**config.mk**
```make
export PLATFORM = sky130hd
export DESIGN_NAME = qspi_nor_bridge
export DESIGN_NICKNAME = d
export VERILOG_FILES = /design/src/hdl/qspi_nor_pkg.sv /design/src/hdl/qspi_cmd_fsm.sv /design/src/hdl/nor_req_fifo.sv /design/src/hdl/wb_nor_master.sv /design/src/hdl/qspi_nor_bridge.sv
export SDC_FILE = /design/constraint.sdc
export NUM_CORES = 1
export LEC_CHECK = 0
export BUFFER_PORTS_ARGS = -buffer_cell sky130_fd_sc_hd__buf_4
export CORE_UTILIZATION = 40
export DETAILED_ROUTE_END_ITERATION = 16
export PLACE_DENSITY = 0.58
export SYNTH_ARGS = -nofsm -noshare
export SYNTH_HDL_FRONTEND = slang
export SYNTH_SLANG_ARGS = --single-unit
```
**constraint.sdc**
```tcl
create_clock -name txndone_i -period 5.9 [get_ports txndone_i]
set_input_delay 0.59 -clock txndone_i [delete_from_list [all_inputs] [get_ports txndone_i]]
set_output_delay 0.59 -clock txndone_i [all_outputs]
set_load 0.02 [all_outputs]
```
**src/hdl/qspi_nor_pkg.sv**
```systemverilog
// widths, command and nor cycle codes, phase states and request structs for the qspi nor bridge
package qspi_nor_pkg;

    // widths
    localparam int ADDR_BITS    = 26; // nor address
    localparam int DATA_BITS    = 16; // bus data
    localparam int IOREG_BITS   = 32; // one qspi transaction word
    localparam int NOR_CMD_BITS = 6;  // nor cycle code, top of wb address
    localparam int WB_ADDR_BITS = NOR_CMD_BITS + ADDR_BITS;

    // phase lengths in shifter cycles
    localparam int CMD_CYCLES   = 8;  // single spi
    localparam int ADDR_CYCLES  = 8;  // quad
    localparam int DATA_CYCLES  = 4;  // quad
    localparam int STALL_CYCLES = 20; // fast read dummy phase

    // request queue
    localparam int FIFO_DEPTH    = 4;
    localparam int FIFO_PTR_BITS = $clog2(FIFO_DEPTH);
    localparam int FIFO_CNT_BITS = $clog2(FIFO_DEPTH + 1);

    typedef logic [IOREG_BITS-1:0]    ioword_t;
    typedef logic [ADDR_BITS-1:0]     nor_addr_t;
    typedef logic [DATA_BITS-1:0]     bus_data_t;
    typedef logic [7:0]               spi_cmd_t;
    typedef logic [7:0]               txn_count_t;  // cycles minus one
    typedef logic [NOR_CMD_BITS-1:0]  nor_cmd_t;
    typedef logic [WB_ADDR_BITS-1:0]  wb_addr_t;
    typedef logic [FIFO_PTR_BITS-1:0] fifo_ptr_t;
    typedef logic [FIFO_CNT_BITS-1:0] fifo_cnt_t;

    // spi command bytes
    localparam spi_cmd_t CMD_READ       = 8'h03;
    localparam spi_cmd_t CMD_FAST_READ  = 8'h0B;
    localparam spi_cmd_t CMD_PROG_WORD  = 8'h02;
    localparam spi_cmd_t CMD_WRITE_THRU = 8'h22;
    localparam spi_cmd_t CMD_LOOPBACK   = 8'hA5;
    localparam spi_cmd_t CMD_SECT_ERASE = 8'hD8;
    localparam spi_cmd_t CMD_BULK_ERASE = 8'hC7;
    localparam spi_cmd_t CMD_RESET      = 8'h99;
    localparam spi_cmd_t CMD_DET_VT     = 8'h4B;

    // nor bus cycle codes
    localparam nor_cmd_t NOR_READ         = 6'd1;
    localparam nor_cmd_t NOR_WRITE        = 6'd2;
    localparam nor_cmd_t NOR_PROGRAM      = 6'd3;
    localparam nor_cmd_t NOR_ERASE_SECTOR = 6'd4;
    localparam nor_cmd_t NOR_ERASE_CHIP   = 6'd5;
    localparam nor_cmd_t NOR_RESET        = 6'd6;

    // qspi phase fsm
    typedef enum logic [2:0] {
        CMD,
        ADDR,
        STALL,
        READ_DATA,
        WRITE_DATA,
        LOOP_DATA
    } spi_state_e;

    // shifter setup for the coming phase
    typedef struct packed {
        logic       quad;  // 0 = single spi
        logic       drive; // bridge drives sio
        txn_count_t count;
    } txn_cfg_t;

    // one queued nor bus cycle
    typedef struct packed {
        nor_cmd_t  cycle;
        nor_addr_t addr;
        logic      we;
        bus_data_t data; // zero for reads and erases
    } nor_req_t;

endpackage

```
**src/hdl/qspi_cmd_fsm.sv**
```systemverilog
// qspi phase fsm with command and address latches, nor request generation and vt mode flag
`timescale 1ns/100ps

module qspi_cmd_fsm (
    input  logic                   txndone_i,  // one edge per completed word
    input  logic                   reset_i,
    input  logic                   txnreset_i, // chip enable high
    input  qspi_nor_pkg::ioword_t  txndata_i,
    input  qspi_nor_pkg::ioword_t  rd_data_i,  // last bus read
    output qspi_nor_pkg::txn_cfg_t txncfg_o,
    output qspi_nor_pkg::ioword_t  txndata_o,
    output logic                   vt_mode_o,
    output logic                   push_o,
    output qspi_nor_pkg::nor_req_t req_o
);

    qspi_nor_pkg::spi_state_e state_q;
    qspi_nor_pkg::spi_state_e state_d;
    qspi_nor_pkg::spi_cmd_t   cmd_q;
    qspi_nor_pkg::spi_cmd_t   cur_cmd;
    qspi_nor_pkg::nor_addr_t  addr_q;
    logic                     push_d;

    // spi command to nor bus cycle
    function automatic qspi_nor_pkg::nor_cmd_t nor_cycle(input qspi_nor_pkg::spi_cmd_t cmd);
        case (cmd)
            qspi_nor_pkg::CMD_READ,
            qspi_nor_pkg::CMD_FAST_READ:  nor_cycle = qspi_nor_pkg::NOR_READ;
            qspi_nor_pkg::CMD_PROG_WORD:  nor_cycle = qspi_nor_pkg::NOR_PROGRAM;
            qspi_nor_pkg::CMD_WRITE_THRU: nor_cycle = qspi_nor_pkg::NOR_WRITE;
            qspi_nor_pkg::CMD_SECT_ERASE: nor_cycle = qspi_nor_pkg::NOR_ERASE_SECTOR;
            qspi_nor_pkg::CMD_BULK_ERASE: nor_cycle = qspi_nor_pkg::NOR_ERASE_CHIP;
            qspi_nor_pkg::CMD_RESET:      nor_cycle = qspi_nor_pkg::NOR_RESET;
            default:                      nor_cycle = '0;
        endcase
    endfunction

    // command byte is still on txndata_i during the cmd phase
    assign cur_cmd = (state_q == qspi_nor_pkg::CMD) ? txndata_i[7:0] : cmd_q;

    // next phase and request for the word now completing
    always_comb begin
        state_d     = qspi_nor_pkg::CMD;
        push_d      = 1'b0;
        req_o       = '0;
        req_o.cycle = nor_cycle(cur_cmd);
        case (state_q)
            qspi_nor_pkg::CMD: begin
                case (cur_cmd)
                    qspi_nor_pkg::CMD_BULK_ERASE,
                    qspi_nor_pkg::CMD_RESET: push_d = 1'b1; // no address, addr stays zero
                    qspi_nor_pkg::CMD_READ,
                    qspi_nor_pkg::CMD_FAST_READ,
                    qspi_nor_pkg::CMD_PROG_WORD,
                    qspi_nor_pkg::CMD_WRITE_THRU,
                    qspi_nor_pkg::CMD_LOOPBACK,
                    qspi_nor_pkg::CMD_SECT_ERASE: state_d = qspi_nor_pkg::ADDR;
                    default: state_d = qspi_nor_pkg::CMD; // det_vt and unknown codes
                endcase
            end
            qspi_nor_pkg::ADDR: begin
                req_o.addr = txndata_i[qspi_nor_pkg::ADDR_BITS-1:0];
                case (cmd_q)
                    qspi_nor_pkg::CMD_READ: begin
                        push_d  = 1'b1;
                        state_d = qspi_nor_pkg::READ_DATA;
                    end
                    qspi_nor_pkg::CMD_FAST_READ: begin
                        push_d  = 1'b1; // bus read runs during the stall
                        state_d = qspi_nor_pkg::STALL;
                    end
                    qspi_nor_pkg::CMD_SECT_ERASE: push_d = 1'b1;
                    qspi_nor_pkg::CMD_PROG_WORD,
                    qspi_nor_pkg::CMD_WRITE_THRU: state_d = qspi_nor_pkg::WRITE_DATA;
                    qspi_nor_pkg::CMD_LOOPBACK:   state_d = qspi_nor_pkg::LOOP_DATA;
                    default:                      state_d = qspi_nor_pkg::CMD;
                endcase
            end
            qspi_nor_pkg::STALL: state_d = qspi_nor_pkg::READ_DATA;
            qspi_nor_pkg::WRITE_DATA: begin
                // write data goes straight into the request
                req_o.addr = addr_q;
                req_o.we   = 1'b1;
                req_o.data = txndata_i[qspi_nor_pkg::DATA_BITS-1:0];
                push_d     = 1'b1;
            end
            default: state_d = qspi_nor_pkg::CMD; // read and loopback data
        endcase
    end

    // an aborted word is not consumed
    assign push_o = push_d & ~txnreset_i;

    always_ff @(posedge txndone_i or posedge reset_i) begin
        if (reset_i) begin
            state_q <= qspi_nor_pkg::CMD;
        end else if (txnreset_i) begin
            state_q <= qspi_nor_pkg::CMD;
        end else begin
            state_q <= state_d;
        end
    end

    // command and address latches
    always_ff @(posedge txndone_i or posedge reset_i) begin
        if (reset_i) begin
            cmd_q  <= '0;
            addr_q <= '0;
        end else if (!txnreset_i) begin
            if (state_q == qspi_nor_pkg::CMD)
                cmd_q <= txndata_i[7:0];
            if (state_q == qspi_nor_pkg::ADDR)
                addr_q <= txndata_i[qspi_nor_pkg::ADDR_BITS-1:0];
        end
    end

    // vt mode follows the command that ended with chip enable
    always_ff @(posedge txndone_i or posedge reset_i) begin
        if (reset_i) begin
            vt_mode_o <= 1'b0;
        end else if (txnreset_i) begin
            if (cmd_q == qspi_nor_pkg::CMD_DET_VT)
                vt_mode_o <= 1'b1;
            else if (cmd_q == qspi_nor_pkg::CMD_RESET)
                vt_mode_o <= 1'b0;
        end
    end

    // shifter setup per phase
    always_comb begin
        txncfg_o.quad  = 1'b1;
        txncfg_o.drive = 1'b0;
        txncfg_o.count = qspi_nor_pkg::txn_count_t'(qspi_nor_pkg::DATA_CYCLES - 1);
        case (state_q)
            qspi_nor_pkg::CMD: begin
                txncfg_o.quad  = 1'b0; // command byte is single spi
                txncfg_o.count = qspi_nor_pkg::txn_count_t'(qspi_nor_pkg::CMD_CYCLES - 1);
            end
            qspi_nor_pkg::ADDR:
                txncfg_o.count = qspi_nor_pkg::txn_count_t'(qspi_nor_pkg::ADDR_CYCLES - 1);
            qspi_nor_pkg::STALL:
                txncfg_o.count = qspi_nor_pkg::txn_count_t'(qspi_nor_pkg::STALL_CYCLES - 1);
            qspi_nor_pkg::READ_DATA,
            qspi_nor_pkg::LOOP_DATA: txncfg_o.drive = 1'b1;
            default: txncfg_o.drive = 1'b0; // write data shifts in
        endcase
    end

    // loopback echoes the address back
    assign txndata_o = (cmd_q == qspi_nor_pkg::CMD_LOOPBACK) ?
                       qspi_nor_pkg::ioword_t'(addr_q) : rd_data_i;

endmodule

```
**src/hdl/nor_req_fifo.sv**
```systemverilog
// four entry nor request queue with sticky overflow flag
`timescale 1ns/100ps

module nor_req_fifo (
    input  logic                   txndone_i,
    input  logic                   reset_i,
    input  logic                   push_i,
    input  qspi_nor_pkg::nor_req_t req_i,
    input  logic                   pop_i,
    output qspi_nor_pkg::nor_req_t head_o,
    output logic                   nonempty_o,
    output logic                   overflow_o // set on a dropped push, held until reset
);

    qspi_nor_pkg::nor_req_t  mem_q [qspi_nor_pkg::FIFO_DEPTH];
    qspi_nor_pkg::fifo_ptr_t wr_ptr_q;
    qspi_nor_pkg::fifo_ptr_t rd_ptr_q;
    qspi_nor_pkg::fifo_cnt_t count_q;
    logic                    full;
    logic                    push_ok;
    logic                    pop_ok;

    assign full       = (count_q == qspi_nor_pkg::fifo_cnt_t'(qspi_nor_pkg::FIFO_DEPTH));
    assign nonempty_o = (count_q != '0);
    assign push_ok    = push_i & ~full;
    assign pop_ok     = pop_i & nonempty_o;
    assign head_o     = mem_q[rd_ptr_q];

    always_ff @(posedge txndone_i) begin
        if (push_ok)
            mem_q[wr_ptr_q] <= req_i;
    end

    always_ff @(posedge txndone_i or posedge reset_i) begin
        if (reset_i) begin
            wr_ptr_q   <= '0;
            rd_ptr_q   <= '0;
            count_q    <= '0;
            overflow_o <= 1'b0;
        end else begin
            if (push_ok)
                wr_ptr_q <= wr_ptr_q + 1'b1; // depth is a power of two, wraps
            if (pop_ok)
                rd_ptr_q <= rd_ptr_q + 1'b1;
            case ({push_ok, pop_ok})
                2'b10:   count_q <= count_q + 1'b1;
                2'b01:   count_q <= count_q - 1'b1;
                default: count_q <= count_q;
            endcase
            if (push_i && full)
                overflow_o <= 1'b1; // host cannot be stalled, request lost
        end
    end

endmodule

```
**src/hdl/wb_nor_master.sv**
```systemverilog
// single cycle wishbone master that drains the request queue and holds the last read word
`timescale 1ns/100ps

module wb_nor_master (
    input  logic                    txndone_i,
    input  logic                    reset_i,
    input  logic                    nonempty_i,
    input  qspi_nor_pkg::nor_req_t  head_i,
    input  logic                    wb_ack_i,
    input  qspi_nor_pkg::bus_data_t wb_dat_i,
    output logic                    pop_o,
    output logic                    wb_cyc_o,
    output logic                    wb_stb_o,
    output logic                    wb_we_o,
    output qspi_nor_pkg::wb_addr_t  wb_adr_o,
    output qspi_nor_pkg::bus_data_t wb_dat_o,
    output qspi_nor_pkg::ioword_t   rd_data_o
);

    // take the head whenever no cycle is open
    assign pop_o = nonempty_i & ~wb_cyc_o;

    always_ff @(posedge txndone_i or posedge reset_i) begin
        if (reset_i) begin
            wb_cyc_o  <= 1'b0;
            wb_stb_o  <= 1'b0;
            wb_we_o   <= 1'b0;
            wb_adr_o  <= '0;
            wb_dat_o  <= '0;
            rd_data_o <= '0;
        end else if (!wb_cyc_o) begin
            if (nonempty_i) begin
                wb_cyc_o <= 1'b1;
                wb_stb_o <= 1'b1;
                wb_we_o  <= head_i.we;
                wb_adr_o <= {head_i.cycle, head_i.addr}; // cycle code rides above the address
                wb_dat_o <= head_i.data;
            end
        end else if (wb_ack_i) begin
            wb_cyc_o  <= 1'b0;
            wb_stb_o  <= 1'b0;
            // upper bits of the io word read as zero
            rd_data_o <= qspi_nor_pkg::ioword_t'(wb_dat_i);
        end
    end

endmodule

```
**src/hdl/qspi_nor_bridge.sv**
```systemverilog
// top level of the qspi to nor bridge: command fsm, request queue and wishbone master
`timescale 1ns/100ps

module qspi_nor_bridge (
    input  logic                    txndone_i,  // word clock from the qspi shifter
    input  logic                    reset_i,

    // qspi transaction side
    input  logic                    txnreset_i,
    input  qspi_nor_pkg::ioword_t   txndata_i,
    output qspi_nor_pkg::txn_cfg_t  txncfg_o,
    output qspi_nor_pkg::ioword_t   txndata_o,

    // nor bus
    output logic                    wb_cyc_o,
    output logic                    wb_stb_o,
    output logic                    wb_we_o,
    output qspi_nor_pkg::wb_addr_t  wb_adr_o,
    output qspi_nor_pkg::bus_data_t wb_dat_o,
    input  logic                    wb_ack_i,
    input  qspi_nor_pkg::bus_data_t wb_dat_i,

    // status
    output logic                    vt_mode_o,
    output logic                    overflow_o
);

    logic                   push;
    logic                   pop;
    logic                   nonempty;
    qspi_nor_pkg::nor_req_t req;
    qspi_nor_pkg::nor_req_t head;
    qspi_nor_pkg::ioword_t  rd_data;

    qspi_cmd_fsm i_cmd_fsm (
        .txndone_i  (txndone_i),
        .reset_i    (reset_i),
        .txnreset_i (txnreset_i),
        .txndata_i  (txndata_i),
        .rd_data_i  (rd_data),
        .txncfg_o   (txncfg_o),
        .txndata_o  (txndata_o),
        .vt_mode_o  (vt_mode_o),
        .push_o     (push),
        .req_o      (req)
    );

    nor_req_fifo i_req_fifo (
        .txndone_i  (txndone_i),
        .reset_i    (reset_i),
        .push_i     (push),
        .req_i      (req),
        .pop_i      (pop),
        .head_o     (head),
        .nonempty_o (nonempty),
        .overflow_o (overflow_o)
    );

    wb_nor_master i_wb_master (
        .txndone_i  (txndone_i),
        .reset_i    (reset_i),
        .nonempty_i (nonempty),
        .head_i     (head),
        .wb_ack_i   (wb_ack_i),
        .wb_dat_i   (wb_dat_i),
        .pop_o      (pop),
        .wb_cyc_o   (wb_cyc_o),
        .wb_stb_o   (wb_stb_o),
        .wb_we_o    (wb_we_o),
        .wb_adr_o   (wb_adr_o),
        .wb_dat_o   (wb_dat_o),
        .rd_data_o  (rd_data)
    );

endmodule

```
* Word-level counts from Yosys, hierarchy flattened
Memories as Yosys holds them, arrays and structs flattened. A register that Yosys moved wholly into a read port is not among the register bits.
Index checks and enable logic that the tools add are counted.
** Storage, ports and cells
- Output and inout bits :: 95
- Flip-flop bits (word level) :: 96
- Word-level logic and storage cells :: 93
- Bits of input ports :: 52
- Bits in writable memories :: 184
- Memories kept :: 1
** Memories
- i_req_fifo.mem_q :: words 4, bits a word 46, read ports 1, clocked after memory_dff 1, write ports 1, line nor_req_fifo.sv:15 : qspi_nor_pkg::nor_req_t mem_q [qspi_nor_pkg::FIFO_DEPTH];
** Operators by class
- Mux-type cells :: 26
- Bitwise operators :: 7
- Eq/ne operators :: 25
- Add/sub/neg operators :: 4
- Reduce and logical (&&, ||, !) cells :: 18
** Operators with widths (count)
- 8-bit equality test, second input constant :: 7
- 26-bit case mux with 2 select lines :: 1
- 8-bit by 2-bit equality test with 1-bit output, second input constant :: 4
- 26-bit 2-to-1 mux :: 1
- 3-bit case mux with 6 select lines :: 1
- 17-bit 2-to-1 mux :: 1
- 8-bit by 4-bit equality test with 1-bit output, second input constant :: 2
- 8-bit by 6-bit equality test with 1-bit output, second input constant :: 2
- 1-bit 2-to-1 mux :: 15
- 3-bit case mux with 4 select lines :: 1
- 5-bit case mux with 2 select lines :: 1
- 2-bit AND reduction :: 5
- 2-bit OR reduction :: 5
- 3-bit equality test, second input constant :: 3
- 3-bit case mux with 3 select lines :: 1
- 8-bit by 7-bit equality test with 1-bit output, second input constant :: 1
- 8-bit 2-to-1 mux :: 1
- 3-bit by 2-bit equality test with 1-bit output, second input constant :: 2
- 3-bit case mux with 2 select lines :: 1
- 2-bit nonzero test :: 3
- 6-bit OR reduction :: 1
- 2-bit by 1-bit adder with 2-bit output, second input constant :: 2
- 1-bit AND :: 4
- 3-bit by 1-bit adder with 3-bit output, second input constant :: 1
- 12 further kinds :: 14

* Logic depth before layout (Yosys ltp)
Gate-level depths: netlist of run 1.
- Depth in word-level cells :: 10
- Gate-level depth with buffers :: 13
- Gate-level depth less buffers :: 11

* Modules after synthesis
Synthesis of run 1 repeated with hierarchy kept, for this count alone.
** Unflattened totals
- Cells, all modules :: 718
- Area total of the unflattened synthesis :: 13105.1 µm²
** Modules (own cells, without submodules)
- nor_req_fifo :: seq. area each 6085.8 µm², area an instance 7587.3 µm², instances 1, cells each 297
- wb_nor_master :: seq. area each 1676.6 µm², area an instance 2879.0 µm², instances 1, cells each 163
- qspi_cmd_fsm :: seq. area each 950.9 µm², area an instance 2638.8 µm², instances 1, cells each 258

* Worst setup path after synthesis of run 1
No wires, ideal clock.
- Kind :: input to register
- Start :: in txndata_i[6]
- End :: mem i_req_fifo.mem_q[0][0] (netlist bit), enable pin
- Stages on the path :: 6
- Required time :: 5.517 ns
- Arrival time :: 2.327 ns
- Library setup time :: 0.383 ns
- Path buffers :: 1
- Setup slack :: 3.190 ns
- Cells stage by stage :: buf_2 -> and4bb_2 -> nand2_1 -> a211o_1 -> a31oi_4 -> and2_2
** On the way
- Cells in the longest elaborated chain, start to end :: 9
- Elaborated cells on any way between the ends :: 10
- Those cells by class :: 2 x eq/ne; 5 x mux; 2 x bitwise; 1 x reduce/logical
** Ends and longest elaborated chain
- start, declared :: line qspi_nor_bridge.sv:10 : input qspi_nor_pkg::ioword_t txndata_i,
- 8-bit 2-to-1 mux (*) :: line qspi_cmd_fsm.sv:39 : assign cur_cmd = (state_q == qspi_nor_pkg::CMD) ? txndata_i[7:0] : cmd_q;
- 8-bit equality test :: line qspi_cmd_fsm.sv:49 : case (cur_cmd)
- 2-bit OR reduction (*) :: line qspi_cmd_fsm.sv:49
- 1-bit 2-to-1 mux (*) :: line qspi_cmd_fsm.sv:49
- 1-bit case mux with 3 select lines (*) :: line qspi_cmd_fsm.sv:47 : case (state_q)
- 1-bit AND (*) :: line qspi_cmd_fsm.sv:92 : assign push_o = push_d & ~txnreset_i;
- 1-bit AND (*) :: line nor_req_fifo.sv:25 : assign push_ok = push_i & ~full;
- 1-bit 2-to-1 mux (*) :: line nor_req_fifo.sv:30 : if (push_ok)
- 1-bit 2-to-1 mux (implied by the code) (*) :: line nor_req_fifo.sv:31 : mem_q[wr_ptr_q] <= req_i;
- end, declared :: line nor_req_fifo.sv:15
Every way passes the cells marked *; elsewhere a longest branch is shown, timed or not.

* Worst setup path in the final report of run 1
- Start :: reg i_cmd_fsm.state_q[1]
- End :: mem i_req_fifo.mem_q[0][14] (netlist bit), enable pin
** On the way
- Cells in the longest elaborated chain, start to end :: 10
- Elaborated cells on any way between the ends :: 13
- Those cells by class :: 4 x eq/ne; 5 x mux; 2 x bitwise; 2 x reduce/logical
** Ends and longest elaborated chain
- start, declared :: line qspi_cmd_fsm.sv:17 : qspi_nor_pkg::spi_state_e state_q;
- start signal, assigned :: line qspi_cmd_fsm.sv:96 : state_q <= qspi_nor_pkg::CMD;
- start signal, assigned :: line qspi_cmd_fsm.sv:98 : state_q <= qspi_nor_pkg::CMD;
- start signal, assigned :: line qspi_cmd_fsm.sv:100 : state_q <= state_d;
- 3-bit zero test :: line qspi_cmd_fsm.sv:39, qspi_cmd_fsm.sv:47
- 8-bit 2-to-1 mux :: line qspi_cmd_fsm.sv:39
- 8-bit equality test :: line qspi_cmd_fsm.sv:49
- 2-bit OR reduction :: line qspi_cmd_fsm.sv:49
- 1-bit 2-to-1 mux :: line qspi_cmd_fsm.sv:49
- 1-bit case mux with 3 select lines (*) :: line qspi_cmd_fsm.sv:47
- 1-bit AND (*) :: line qspi_cmd_fsm.sv:92
- 1-bit AND (*) :: line nor_req_fifo.sv:25
- 1-bit 2-to-1 mux (*) :: line nor_req_fifo.sv:30
- 1-bit 2-to-1 mux (implied by the code) (*) :: line nor_req_fifo.sv:31
Marks and branches as above.

==> results of run 1 <==
==> power by group <==
part | switching, mW | internal [mW]
registers | 0.327 | 2.47
logic | 0.730 | 0.898
clock network | 0.747 | 1.10
==> cell usage in the layout (no fill, tap or decap), types with 7 or more instances in the layout <==
cell type | Yosys | final
and2_1 | 11 | 11
mux4_2 | 46 | 46
nand2_1 | 10 | 10
inv_1 | 10 | 9
clkbuf_1 | 18 | 12
conb_1 | 2 | 15
nor2_1 | 13 | 12
clkbuf_8 | 0 | 7
and3_1 | 15 | 15
mux2_2 | 95 | 95
buf_4 | 17 | 136
edfxtp_1 | 184 | 184
mux2_1 | 17 | 17
clkbuf_16 | 0 | 31
a22o_1 | 26 | 26
dfrtp_1 | 110 | 108
==> through the flow <==
stage               cell area, um^2   util  hold WS [ns]
detailed placement            13400  0.451         0.472
global route                  14400  0.484         0.231
CTS                           14400  0.484         0.217
floorplan                     12200      -         0.473
finish                        14400  0.484         0.235
global placement              13400  0.451         0.483
==> Yosys cell counts (5+ instances only) <==
library cell,n
dfrtp_1,110
and2_1,11
inv_1,10
buf_2,8
clkbuf_1,18
nor2_1,13
nand2_1,10
and3_1,15
mux2_2,95
o21ai_0,5
a21oi_1,5
mux4_2,46
buf_1,5
edfxtp_1,184
ha_1,5
nand3_1,5
a22o_1,26
mux2_1,17
buf_4,17
==> kinds of logic (layout without fill, tap and decap cells) <==
kind of cell | Yosys count | in the layout | share of synthesized area
compound gates | 55 | 55 | 0.0364
flops | 294 | 294 | 0.684
xor+xnor | 8 | 8 | 0.00579
fa+ha+maj | 6 | 6 | 0.00682
other cells | 2 | 15 | 0.000620
buf+inv | 63 | 205 | 0.0275
simple gates | 89 | 89 | 0.0463
mux | 161 | 161 | 0.193
==> final cells by class <==
cell class | count | area share
Clock buffer | 50 | 0.0638
Timing Repair Buffer | 136 | 0.0710
Clock inverter | 7 | 0.00392
Inverter | 12 | 0.00331
Sequential cell | 294 | 0.576
Multi-Input combinational cell | 334 | 0.248
Tap cell | 390 | 0.0340
==> worst max-delay path, stage by stage (launching register included) <==
cell and delay [ns]:
dfrtp_1 0.48, nor2_1 0.92, nand2_1 0.39, a31oi_4 0.37, and2_2 0.57, buf_4 0.50
==> registers in the layout, summed over array words and instances (netlist names) <==
signal                 cells
i_req_fifo.mem_q         184
i_wb_master.wb_adr_o      29
i_cmd_fsm.addr_q          26
i_wb_master.rd_data_o     16
i_wb_master.wb_dat_o      16
i_cmd_fsm.cmd_q            8
i_cmd_fsm.state_q          3
i_req_fifo.count_q         3
i_req_fifo.rd_ptr_q        2
i_req_fifo.wr_ptr_q        2
i_cmd_fsm.vt_mode_o        1
i_req_fifo.overflow_o      1
i_wb_master.wb_cyc_o       1
i_wb_master.wb_stb_o       1
i_wb_master.wb_we_o        1
==> routing by layer <==
| layer | GRT usage | vias up | routed length [um] |
|---|---|---|---|
| met5 | 0 | - | 0 |
| met4 | 0.0395 | 0 | 459 |
| met3 | 0.0394 | 42 | 1850 |
| met2 | 0.295 | 255 | 13100 |
| met1 | 0.237 | 3392 | 11400 |
| li1 | - | 2863 | - |
==> final timing paths <==
check	from	to	slack, ns
max	i_cmd_fsm.state_q[1]	i_req_fifo.mem_q[0][14]	2.26
min	wb_ack_i	i_wb_master.wb_cyc_o	0.24
max reg2reg	i_cmd_fsm.state_q[1]	i_req_fifo.mem_q[0][14]	2.26
min reg2reg	i_req_fifo.overflow_o	i_req_fifo.overflow_o	0.49
max in group asynchronous	reset_i	i_req_fifo.rd_ptr_q[0]	4.46
min in group asynchronous	reset_i	i_wb_master.wb_adr_o[24]	0.32
==> results_dict.tcl, run 1 <==
set metrics [dict create \
    outcome "finished, final reports clean" \
    synth_edf_count 184 \
    ys_warn_count 0 \
    hold_buffers 0 \
    rsz0062_at_grt "false" \
    cts_root_buffer "clkbuf_16" \
    syn_avg_cell_area_um2 17.9 \
    grt_util_all_layers 0.177 \
    rr_worst_depth 5 \
    setup.worst_path.class "flop to flop" \
    vias 6552 \
    slew_headroom 0.158 \
    syn_area_um2 12100 \
    netlist-cell-type-count 61 \
    cp-start-kind "flop" \
    cts_resized 0 \
    clk_pin_slew_ns 0.06 \
    grt.overflow.total 0 \
    synth_top_area_frac 0.456 \
    ios 147 \
    drt_iter0_drc 438 \
    grt_max_degree 82 \
    synthArstFlopShare 0.374 \
    arrival_ns 3.82 \
    setup_tns_ns 0 \
    place_congestion 0.837 \
    ant_nets 0 \
    die-area_um2 31000 \
    post_cts_buffers 0 \
    place_inst 1166 \
    grt_pass1_vias 7050 \
    drive_gt1_frac 0.412 \
    core_area_um2 29700 \
    dr.pass1.iters 4 \
    cts_max_level 1 \
    syn2layout_area_growth_pct 18.7 \
    antenna_found_initial 0 \
    ys_seq_area_frac 0.684 \
    clkLatencyLatePin_ns 0.54 \
    cts_tree "done" \
    hold_class "input pin to flop" \
    rows 63 \
    required_ns 6.08 \
    grt_pass1_wl_mm 41.6 \
    synthCells 678 \
    ir_drop_mv 0.239 \
    whs_path_depth 2 \
    end_kind "flop" \
    power.leakage_nw 5.47 \
    post-route-drc-count 0 \
    dp_slack_ns 2.24 \
    cts_buffers 31 \
    ys_ff_latch 294 \
    cts_buffer_depth 3 \
    multi_input_area_um2 3560 \
    cp_max_fo 27 \
    antennaDiodeCount 0 \
    drv_slew 0 \
    setup_viol 0 \
    finalWorstPathRequiredPeriod_ns 3.64 \
    start_util 0.407 \
    place_hpwl_mm 16.9 \
    yosys-top-cells-area "edfxtp_1 46%, dfrtp_1 23%, mux2_2 8.8%" \
    min_period_over_period 0.617 \
    nNetsFinal 867 \
    tightest_slew_ns 1.25 \
    total_power_mw 6.27 \
    p_per_area_nw_per_um2 436 \
    instances_no_fill 1223 \
    die_h_um 176 \
    die_w_um 176 \
    wl_mm 26.8 \
    register_area_um2 8280 \
    skew_ns 0.00978 \
    yosysTopAreaCell "edfxtp_1" \
    avgRoutedWirePerCell_um 21.9 \
    clock_sinks 294 \
    fillCellCount 2530 \
    vias_per_cell 5.36 \
    fin_ws_ns 2.26 \
    clock.fmax_ghz 0.275 \
    synth-main-ff-cell "edfxtp_1" \
    drv_cap 0 \
    io_buffer_count 125 \
    hold_violations 0 \
]
Note: power is estimated with default switching activity, not from simulation.
==> run 2, diff against run 1 <==
- PLACE_DENSITY: 0.58 -> 0.61
- clock period: 5.9 -> 3.2 ns (I/O delays scaled with it)
==> run 2 against run 1 <==
Clock-buffer cell count is 6 lower. Design area rose by 3.9%. Clock skew is 0.010 ns higher. Via count grew 2.0%. Register-to-register slack got worse by 1.8 ns. Largest cell class unchanged. Critical path type is now flop to output port. Wire length is 0.61% lower. Combinational power grew 96%.
==> results_dict.tcl, run 2 (synthesized netlist as in run 1, its figures left out) <==
set metrics [dict create \
    cp_max_fo 13 \
    instances_no_fill 1268 \
    grt.overflow.total 0 \
    grt_pass1_vias 6920 \
    place_inst 1175 \
    ios 147 \
    hold-worst-slack_ns 0.0276 \
    cts_max_level 1 \
    die_w_um 176 \
    cp-start-kind "flop" \
    setup.worst_path.class "flop to output port" \
    place_hpwl_mm 16.4 \
    place_congestion 0.822 \
    endpoint "txndata_o[3]" \
    clock_sinks 294 \
    rsz0062_at_grt "false" \
    skew_ns 0.0203 \
    total_power_mw 11.7 \
    cts_tree "done" \
    tightest_slew_ns 0.771 \
    final_common_cell "edfxtp_1" \
    arrival_ns 2.59 \
    reg_top3 "i_req_fifo.mem_q (184), i_wb_master.wb_adr_o (29), i_cmd_fsm.addr_q (26)" \
    utilization 0.502 \
    vias 6681 \
    drv_cap 0 \
    grt_pass1_wl_mm 41.3 \
    dp_slack_ns 0.149 \
    power.leakage_nw 5.70 \
    cts_buffer_depth 3 \
    drt_iter0_drc 466 \
    outcome "finished, final reports clean" \
    fin_ws_ns 0.287 \
    clk_pin_slew_ns 0.06 \
    holdCritStartpoint "txndata_i[20]" \
    ant_nets 0 \
    cts_root_buffer "clkbuf_16" \
    timing.rr.end "i_req_fifo.count_q[2]" \
    finalWorstPathRequiredPeriod_ns 2.91 \
    die_h_um 176 \
    dr.pass1.iters 6 \
    regToRegSetupSlack_ns 0.46 \
    drv_slew 0 \
    end_kind "output port" \
    min_period_over_period 0.910 \
    fin_area_um2 14900 \
    syn2layout_area_growth_pct 23.3 \
    antenna_found_initial 0 \
    largest-register "i_req_fifo.mem_q" \
    dpl_cell_area_um2 13600 \
    clkLatencyLatePin_ns 0.57 \
    core_area_um2 29700 \
    io_buffer_count 125 \
    avgRoutedWirePerCell_um 21.0 \
    ir_drop_mv 0.447 \
    clock.fmax_ghz 0.343 \
    grt_max_degree 111 \
    slew_headroom 0.486 \
    layout_common_cells "184 x edfxtp_1, 136 x buf_4, 108 x dfrtp_1, 95 x mux2_2, 46 x mux4_2" \
    post-route-drc-count 0 \
    drive_gt1_frac 0.405 \
    required_ns 2.88 \
    rr_worst_depth 12 \
    setup_tns_ns 0 \
    grt_util_all_layers 0.176 \
    start_util 0.407 \
    cts_buffers 31 \
    p_per_area_nw_per_um2 785 \
    crit-reg2reg-launch "i_cmd_fsm.state_q[1]" \
    die-area_um2 31000 \
    hold_violations 0 \
    crit_start "i_cmd_fsm.cmd_q[6]" \
    vias_per_cell 5.27 \
    setup_viol 0 \
    hold_class "input pin to flop" \
    nNetsFinal 910 \
    largest_reg_flops 184 \
    rows 63 \
    wl_mm 26.6 \
]
## run 2: power breakdown
group          total, mW  switching (mW)  internal, mW  leakage, nW
combinational       3.19            1.47          1.72         2.23
clock               3.49            1.45          2.04        0.492
sequential          5.03           0.479          4.56         2.98
## run 2: worst max-delay path, cell delays in order (launching register included)
cell and delay [ns]:
dfrtp_1 0.45, nand4bb_1 0.32, nor3_4 0.49, buf_12 0.23, mux2_2 0.37, buf_4 0.16
## run 2: what timing repair did
| item | in CTS | in global routing |
|---|---|---|
| setup endpoints to repair | 0 | 2 |
| setup buffers | 0 | 0 |
| hold buffers | 33 | 1 |
| gates resized for setup | 0 | 1 |
| endpoints found under the hold margin | 101 | 1 |
## run 2: worst min-delay path by stage
| stage | to | slack (ns) | cells after the start |
|---|---|---|---|
| after floorplan | i_wb_master.wb_cyc_o | 0.41 | 1 |
| after global placement | i_wb_master.rd_data_o[15] | 0.48 | 1 |
| after detailed placement | i_wb_master.wb_stb_o | 0.49 | 1 |
| after CTS | i_cmd_fsm.addr_q[18] | 0.0006 | 2 |
| after global routing | i_cmd_fsm.addr_q[15] | 0.01 | 2 |
| final | i_cmd_fsm.addr_q[20] | 0.03 | 2 |
## run 2: per-layer routing
metal | track usage | share of wire | up-vias
met4 | 0.0333 | 0.014 | 0
met1 | 0.245 | 0.46 | 3483
li1 | - | - | 2975
met2 | 0.292 | 0.48 | 193
met3 | 0.0310 | 0.048 | 30
met5 | 0 | 0 | -
## run 2: area by class of cell
class | instances | area (um^2)
antenna | 1 | 2.50
clock buffer | 44 | 865
clock inverter | 14 | 136
fill | 2473 | 14800
inverter | 12 | 48.8
multi-input combinational | 334 | 3560
sequential | 294 | 8280
tap | 390 | 488
timing repair buffer | 179 | 1540
